<file path="config.mk">
export PLATFORM = sky130hd
export DESIGN_NAME = rx_dsp_top
export DESIGN_NICKNAME = d
export VERILOG_FILES = /design/src/rx_dsp_pkg.sv /design/src/ffe_mac.sv /design/src/ffe_tap_window.sv /design/src/ffe_weight_bank.sv /design/src/rx_dsp_top.sv /design/src/rx_slicer.sv
export VERILOG_INCLUDE_DIRS = /design/src
export SDC_FILE = /design/constraint.sdc
export NUM_CORES = 1
export LEC_CHECK = 0
export BUFFER_PORTS_ARGS = -buffer_cell sky130_fd_sc_hd__buf_2
export CORE_MARGIN = 3
export CORE_UTILIZATION = 65
export DETAILED_ROUTE_END_ITERATION = 7
export GPL_ROUTABILITY_DRIVEN = 0
export GPL_TIMING_DRIVEN = 0
export PLACE_DENSITY = 0.88
export SLEW_MARGIN = 20
export SYNTH_ARGS = -nofsm -noshare
export SYNTH_HDL_FRONTEND = slang
export SYNTH_HIERARCHICAL = 1
export SYNTH_SLANG_ARGS = --single-unit
</file>
<file path="constraint.sdc">
create_clock -name clk -period 11.01 [get_ports clk]
set_input_delay 1.101 -clock clk [delete_from_list [all_inputs] [get_ports clk]]
set_output_delay 1.101 -clock clk [all_outputs]
set_load 0.02 [all_outputs]
</file>
<file path="src/rx_dsp_config.svh">
// build-time sizes of the receiver DSP back end, included by the package and the RTL
`ifndef RX_DSP_CONFIG_SVH
`define RX_DSP_CONFIG_SVH

// number of equalizer taps
`define RX_FFE_LENGTH 4

// signed ADC code width
`define RX_CODE_WIDTH 8

// signed tap weight width
`define RX_WEIGHT_WIDTH 8

// right-shift amount applied after the sum
`define RX_SHIFT_WIDTH 4

// signed equalized output width
`define RX_RESULT_WIDTH 10

// full-precision product and accumulator widths
// two guard bits cover the sum of four products
`define RX_PROD_WIDTH (`RX_CODE_WIDTH + `RX_WEIGHT_WIDTH)
`define RX_ACC_WIDTH (`RX_CODE_WIDTH + `RX_WEIGHT_WIDTH + 2)

// host weight address, one bit wider than the tap index so that
// writes to addresses past the last tap can be seen and dropped
`define RX_WT_ADDR_WIDTH 3

`endif

</file>
<file path="src/rx_dsp_pkg.sv">
// shared types of the receiver DSP, referenced by scoped name from the RTL and testbench
`default_nettype none

`include "rx_dsp_config.svh"

package rx_dsp_pkg;

    // one signed ADC code
    typedef logic signed [`RX_CODE_WIDTH-1:0] code_t;

    // one signed tap weight
    typedef logic signed [`RX_WEIGHT_WIDTH-1:0] weight_t;

    // arithmetic right-shift amount
    typedef logic [`RX_SHIFT_WIDTH-1:0] shift_t;

    // saturated equalizer output
    typedef logic signed [`RX_RESULT_WIDTH-1:0] result_t;

    // tap delay line contents
    // element 0 holds the newest code, the highest index the oldest
    typedef code_t [`RX_FFE_LENGTH-1:0] tap_window_t;

    // complete filter configuration as seen by the MAC
    typedef struct packed {
        weight_t [`RX_FFE_LENGTH-1:0] tap;
        shift_t                       shift;
    } weight_set_t;

    // equalized sample handed from the MAC to the slicer
    typedef struct packed {
        logic    valid;
        result_t value;
    } eq_sample_t;

endpackage

`default_nettype wire

</file>
<file path="src/ffe_mac.sv">
// execute stage of the FFE, two-stage multiply-accumulate with arithmetic shift and saturation
`timescale 1ns/1ps
`default_nettype none

`include "rx_dsp_config.svh"

module ffe_mac (
    input  wire logic                      clk,
    input  wire logic                      rst_i,
    // window from the decode stage
    input  wire rx_dsp_pkg::tap_window_t   window_i,
    input  wire logic                      window_valid_i,
    // filter configuration
    input  wire rx_dsp_pkg::weight_set_t   weights_i,
    // equalized sample to the slicer
    output rx_dsp_pkg::eq_sample_t         eq_o
);

    // clamp limits of the signed result, held at accumulator width
    localparam logic signed [`RX_ACC_WIDTH-1:0] SAT_MAX =
        `RX_ACC_WIDTH'((1 << (`RX_RESULT_WIDTH - 1)) - 1);
    localparam logic signed [`RX_ACC_WIDTH-1:0] SAT_MIN = -SAT_MAX - 1;

    // stage one registers
    logic                               s1_valid_q;
    rx_dsp_pkg::shift_t                 s1_shift_q;
    logic signed [`RX_PROD_WIDTH-1:0]   s1_prod_q [`RX_FFE_LENGTH];

    // stage two combinational path
    logic signed [`RX_ACC_WIDTH-1:0]    acc_sum;
    logic signed [`RX_ACC_WIDTH-1:0]    acc_shifted;
    rx_dsp_pkg::result_t                sat_value;

    // stage one
    // weights and shift are sampled here, so a later write cannot
    // reach a sample that has already moved on
    always_ff @(posedge clk) begin
        if (rst_i) begin
            s1_valid_q <= 1'b0;
        end else begin
            s1_valid_q <= window_valid_i;
        end
        if (window_valid_i) begin
            for (int k = 0; k < `RX_FFE_LENGTH; k++) begin
                s1_prod_q[k] <= $signed(window_i[k]) * $signed(weights_i.tap[k]);
            end
            s1_shift_q <= weights_i.shift;
        end
    end

    // sum of products at full precision
    always_comb begin
        acc_sum = '0;
        for (int k = 0; k < `RX_FFE_LENGTH; k++) begin
            acc_sum = acc_sum + s1_prod_q[k];
        end
    end

    // arithmetic shift rounds toward negative infinity
    assign acc_shifted = acc_sum >>> s1_shift_q;

    // clamp into the signed result range
    always_comb begin
        if (acc_shifted > SAT_MAX) begin
            sat_value = SAT_MAX[`RX_RESULT_WIDTH-1:0];
        end else if (acc_shifted < SAT_MIN) begin
            sat_value = SAT_MIN[`RX_RESULT_WIDTH-1:0];
        end else begin
            sat_value = acc_shifted[`RX_RESULT_WIDTH-1:0];
        end
    end

    // stage two
    always_ff @(posedge clk) begin
        if (rst_i) begin
            eq_o.valid <= 1'b0;
        end else begin
            eq_o.valid <= s1_valid_q;
        end
        if (s1_valid_q) begin
            eq_o.value <= sat_value;
        end
    end

endmodule

`default_nettype wire

</file>
<file path="src/ffe_tap_window.sv">
// decode stage of the FFE, shifts valid ADC codes into the tap delay line
`timescale 1ns/1ps
`default_nettype none

`include "rx_dsp_config.svh"

module ffe_tap_window (
    input  wire logic                    clk,
    input  wire logic                    rst_i,
    // ADC sample stream
    input  wire rx_dsp_pkg::code_t       code_i,
    input  wire logic                    code_valid_i,
    // window of the most recent codes
    output rx_dsp_pkg::tap_window_t      window_o,
    output logic                         window_valid_o
);

    // one-cycle strobe per new window
    always_ff @(posedge clk) begin
        if (rst_i) begin
            window_valid_o <= 1'b0;
        end else begin
            window_valid_o <= code_valid_i;
        end
    end

    // delay line only moves on a valid code, so gaps hold the window
    always_ff @(posedge clk) begin
        if (rst_i) begin
            window_o <= '0;
        end else if (code_valid_i) begin
            // age every tap by one place
            for (int k = `RX_FFE_LENGTH - 1; k > 0; k--) begin
                window_o[k] <= window_o[k-1];
            end
            // newest code enters at tap 0
            window_o[0] <= code_i;
        end
    end

endmodule

`default_nettype wire

</file>
<file path="src/ffe_weight_bank.sv">
// FFE configuration registers, loaded by host write strobes and read as one packed weight set
`timescale 1ns/1ps
`default_nettype none

`include "rx_dsp_config.svh"

module ffe_weight_bank (
    input  wire logic                          clk,
    input  wire logic                          rst_i,
    // tap weight write port
    input  wire logic                          wt_we_i,
    input  wire logic [`RX_WT_ADDR_WIDTH-1:0]  wt_addr_i,
    input  wire rx_dsp_pkg::weight_t           wt_data_i,
    // shift write port
    input  wire logic                          shift_we_i,
    input  wire rx_dsp_pkg::shift_t            shift_data_i,
    // current configuration
    output rx_dsp_pkg::weight_set_t            weights_o
);

    // per-tap write enables from the address decode
    logic [`RX_FFE_LENGTH-1:0] tap_we;

    // addresses at or beyond the tap count match no tap and are dropped
    always_comb begin
        for (int k = 0; k < `RX_FFE_LENGTH; k++) begin
            tap_we[k] = wt_we_i && (wt_addr_i == `RX_WT_ADDR_WIDTH'(k));
        end
    end

    always_ff @(posedge clk) begin
        if (rst_i) begin
            // identity filter: unit weight on the newest tap, no shift
            for (int k = 0; k < `RX_FFE_LENGTH; k++) begin
                weights_o.tap[k] <= (k == 0) ? rx_dsp_pkg::weight_t'(1)
                                             : rx_dsp_pkg::weight_t'(0);
            end
            weights_o.shift <= '0;
        end else begin
            for (int k = 0; k < `RX_FFE_LENGTH; k++) begin
                if (tap_we[k]) begin
                    weights_o.tap[k] <= wt_data_i;
                end
            end
            if (shift_we_i) begin
                weights_o.shift <= shift_data_i;
            end
        end
    end

endmodule

`default_nettype wire

</file>
<file path="src/rx_dsp_top.sv">
// top level of the receiver DSP back end, ADC codes in, equalized value and decided bit out
`timescale 1ns/1ps
`default_nettype none

`include "rx_dsp_config.svh"

module rx_dsp_top (
    input  wire logic                          clk,
    input  wire logic                          rst_i,
    // ADC sample stream
    input  wire rx_dsp_pkg::code_t             code_i,
    input  wire logic                          code_valid_i,
    // host configuration writes
    input  wire logic                          wt_we_i,
    input  wire logic [`RX_WT_ADDR_WIDTH-1:0]  wt_addr_i,
    input  wire rx_dsp_pkg::weight_t           wt_data_i,
    input  wire logic                          shift_we_i,
    input  wire rx_dsp_pkg::shift_t            shift_data_i,
    // slicer outputs, four cycles after the code
    output logic                               data_o,
    output logic                               data_valid_o,
    output rx_dsp_pkg::result_t                eq_o
);

    rx_dsp_pkg::weight_set_t  weights;
    rx_dsp_pkg::tap_window_t  window;
    logic                     window_valid;
    rx_dsp_pkg::eq_sample_t   eq;

    // configuration state beside the datapath
    ffe_weight_bank u_weight_bank (
        .clk          (clk),
        .rst_i        (rst_i),
        .wt_we_i      (wt_we_i),
        .wt_addr_i    (wt_addr_i),
        .wt_data_i    (wt_data_i),
        .shift_we_i   (shift_we_i),
        .shift_data_i (shift_data_i),
        .weights_o    (weights)
    );

    // decode, one cycle
    ffe_tap_window u_tap_window (
        .clk            (clk),
        .rst_i          (rst_i),
        .code_i         (code_i),
        .code_valid_i   (code_valid_i),
        .window_o       (window),
        .window_valid_o (window_valid)
    );

    // execute, two cycles
    ffe_mac u_mac (
        .clk            (clk),
        .rst_i          (rst_i),
        .window_i       (window),
        .window_valid_i (window_valid),
        .weights_i      (weights),
        .eq_o           (eq)
    );

    // result, one cycle
    rx_slicer u_slicer (
        .clk          (clk),
        .rst_i        (rst_i),
        .eq_i         (eq),
        .data_o       (data_o),
        .data_valid_o (data_valid_o),
        .eq_o         (eq_o)
    );

endmodule

`default_nettype wire

</file>
<file path="src/rx_slicer.sv">
// result stage of the receiver, registers the equalized value and decides the data bit by its sign
`timescale 1ns/1ps
`default_nettype none

module rx_slicer (
    input  wire logic                      clk,
    input  wire logic                      rst_i,
    // equalized sample from the MAC
    input  wire rx_dsp_pkg::eq_sample_t    eq_i,
    // decided bit and its soft value
    output logic                           data_o,
    output logic                           data_valid_o,
    output rx_dsp_pkg::result_t            eq_o
);

    // strictly positive decides 1, zero falls to 0
    logic bit_d;

    assign bit_d = ($signed(eq_i.value) > 0);

    always_ff @(posedge clk) begin
        if (rst_i) begin
            data_valid_o <= 1'b0;
            data_o       <= 1'b0;
        end else begin
            data_valid_o <= eq_i.valid;
            if (eq_i.valid) begin
                data_o <= bit_d;
            end
        end
    end

    // soft value holds between samples like the bit
    always_ff @(posedge clk) begin
        if (eq_i.valid) begin
            eq_o <= eq_i.value;
        end
    end

endmodule

`default_nettype wire

</file>
==> results by group <==
Logic synthesis
  • Compound-Gate Fraction of Synth Area: 0.0699
  • Syn_area_per_cell: 10.1 um2
  • Post-Synth Adder-Cell Area: 0.380
  • EDFF count, synth: 88
  • Multiplexer area fraction after synthesis: 0.0540
  • Ys async rst share: 0
  • Xor and xnor area share after synthesis: 0.0361
  • Ys Warns: 6
  • Synth area leader: fa_1
  • Mapped Cells: between 1500 and 2000
  • Synth cell types: 73
  • Post-Synth Simple-Gate Area: 0.142
  • Area of the mapped netlist: 0.0177 mm2
  • Synth top area cells: fa_1 (29%), edfxtp_1 (15%), ha_1 (9.4%)
  • Net count after synthesis: 2163
  • Top cells by count, synth: inv_1 (347), fa_1 (253), and2_1 (162), ha_1 (133), nand2_1 (108)
  • Top-count cell post-synth: inv_1
  • Main combinational cell family by area after synthesis: adder cells
  • Synth Flop Type: edfxtp_1
  • Sequential area share after synthesis: 0.232
  • Post-synthesis register bit count: about 160
  • Top-area cell type share of the netlist area: 0.286

Die
  • Die height: 171 um
  • Die Area: 0.0292 mm2
  • Core area: 0.0264 mm2
  • Num ports: 40
  • Die W: 171 um
  • Initial core utilization: 0.670
  • Rows: 59

Worst hold path
  • Worst min-delay path class: register to register

Timing
  • Hold slack: around 0.43 ns
  • Worst slew pin tran: roughly 0.9 ns
  • Setup violators final: 0
  • Clk_skew: about 0.026 ns
  • Fmax: 0.184 GHz
  • Slew HR: 0.381
  • Setup TNS: 0 ns
  • RSZ-0062 raised after global routing: false
  • Final period util: 0.495
  • Fin crit period: ~5.4 ns
  • Hold Fails Final Rpt: 0
  • Slew Limit Fails: 0

Route
  • M1 WL: 15.1 mm
  • Vias: 12512
  • DRT Pass-1 Iters: 5
  • Top Metal Used: met5
  • DR WL met2: 20.6 mm
  • Routed len/inst: 18.5 um
  • Initial DRC count: 929
  • Met3 WL post-DR: 2.72 mm
  • Final WL: ~40 mm
  • Vias/cell: 5.81
  • Post-route DRC: 0
  • Antenna-violating nets left: 0

Finish
  • # fillers: 1750
  • # diodes: 0
  • Final cell count without fillers: 2154
  • Final Cell Area: about 0.019 mm2
  • Layout cells sized above 1: 0.0671
  • Area of the multi-input gates: 0.0121 mm2
  • NumNets Final: 2220
  • Sequential cell area: ~0.004 mm2
  • Area Overhead vs Synth: 6.87%

GRT
  • Largest net degree at the start of global routing: 39
  • Initial antenna violation count: 1
  • GRT Resource Usage Total: 0.293
  • Global-route wire length before repair: 67.5 mm
  • Grt total ovfl: 0
  • Vias in the first global route: ~14000

Critical path
  • Worst Path Required: 11.32 ns
  • Crit-path max FO: 10
  • WS Path Type: register to register
  • Endpoint class of the critical path: register
  • Startpoint types: register
  • Crit path arrival time: between 5 and 6 ns

Status
  • Status: finished, final reports clean

Power and ir drop
  • Total power density per cell area: 98.7 mW/mm2
  • Total power draw: 1.87 mW
  • P_leak: 8.64 nW
  • Worst vdd ir: 0.0805 mV

Clock tree
  • Num CTS Buffers: 17
  • Post-CTS setup buffer count: 0
  • Worst skew pair latency: 0.46 ns
  • Cts repair resizes: 0
  • Hold buffers post-CTS: 0
  • Reg clk slew, reported paths: 0.08 ns
  • CTS max path bufs: 2
  • Clock root buffer: clkbuf_16
  • Clock sinks: 161
  • CTS tree: yes
  • CTS H-Tree Depth: 4

Place
  • HPWL after DPL: just over 30 mm
  • Area after DPL: 0.0183 mm2
  • PortBufs: 37
  • Inst Count DP: 2122

Flow run
  • Max Cap Violations: 0
==> logic make-up after synthesis <==
kind of cell / count (synthesis)
compound gates: 177
xor+xnor: 73
fa+ha+maj: 386
buf+inv: 384
flops: 161
mux: 92
simple gates: 476
==> worst paths after layout <==
check	startpoint	to	slack (ns)	cells past startpoint
setup / recovery	u_mac/s1_prod_q[1][1]	u_mac/eq_o[1]	5.56	17
hold / removal	u_weight_bank/weights_o[2]	u_mac/s1_shift_q[2]	0.43	0
setup reg to reg	u_mac/s1_prod_q[1][1]	u_mac/eq_o[1]	5.56	17
hold reg to reg	u_weight_bank/weights_o[2]	u_mac/s1_shift_q[2]	0.43	0
==> cell usage in the layout (no fill, tap or decap), drive strengths merged, types with 3 or more instances in the layout <==
master,netlist,routed
and3,4,4
nand2,108,108
a21o,10,10
a2111oi,3,3
ha,133,133
o41ai,5,5
edfxtp,88,88
nor2,95,95
nor2b,11,11
o21a,4,4
o21ai,45,45
xnor2,60,60
xor2,13,13
mux2,8,8
clkinv,0,6
a221o,7,7
buf,19,57
a21boi,9,9
a211oi,10,10
mux2i,82,82
nor3,10,10
nand2b,70,70
nand3,4,4
dfxtp,73,73
clkbuf,17,34
a21oi,47,47
o211ai,5,5
inv,348,356
o21bai,4,4
a211o,6,6
and2,162,162
fa,253,253
==> critical path: stages, from the launching register on <==
cell       delay [ns]
edfxtp_1         0.36
inv_1            0.12
fa_1             0.45
fa_1             0.51
inv_1            0.04
ha_1             0.24
fa_1             0.44
a211oi_1         0.49
o211ai_2         0.23
a21oi_2          0.24
o211ai_1         0.14
xnor2_1          0.35
buf_4            0.26
a2bb2oi_1        0.17
o32ai_1          0.10
and3_1           0.19
a211oi_1         0.78
a221o_1          0.21
==> layer usage <==
metal,vias to the layer above,global-route usage
met5,-,0
li1,5637,-
met1,6258,0.351
met3,118,0.0555
met4,2,0.105
met2,497,0.529
==> where the power goes <==
| group | switching, mW | internal (mW) |
|---|---|---|
| logic | 0.332 | 0.233 |
| clock network | 0.302 | 0.305 |
| registers | 0.0288 | 0.666 |
| total | 0.663 | 1.20 |
==> per-stage QoR <==
step / util / setup WS [ns]
global route: 0.716 / 5.21
finish: 0.716 / 5.56
CTS: 0.716 / 5.70
floorplan: - / 6.37
global placement: 0.692 / 5.83
detailed placement: 0.693 / 5.70
==> state kept, by name, summed over array words and instances (netlist names) <==
name	count
u_mac/s1_prod_q	64
u_weight_bank/weights_o	36
u_tap_window/window_o	32
u_mac/eq_o	11
u_slicer/eq_o	10
u_mac/s1_shift_q	4
u_mac/s1_valid_q	1
u_slicer/data_o	1
u_slicer/data_valid_o	1
u_tap_window/window_valid_o	1
==> area by class of cell <==
class,instances,area share
Inverter,348,0.0691
Clock inverter,15,0.00854
Sequential cell,161,0.217
Clock buffer,17,0.0225
Timing Repair Buffer,38,0.0109
Tap cell,335,0.0222
Multi-Input combinational cell,1204,0.638
Buffer,36,0.0114
(Power assumes the default switching activity.)
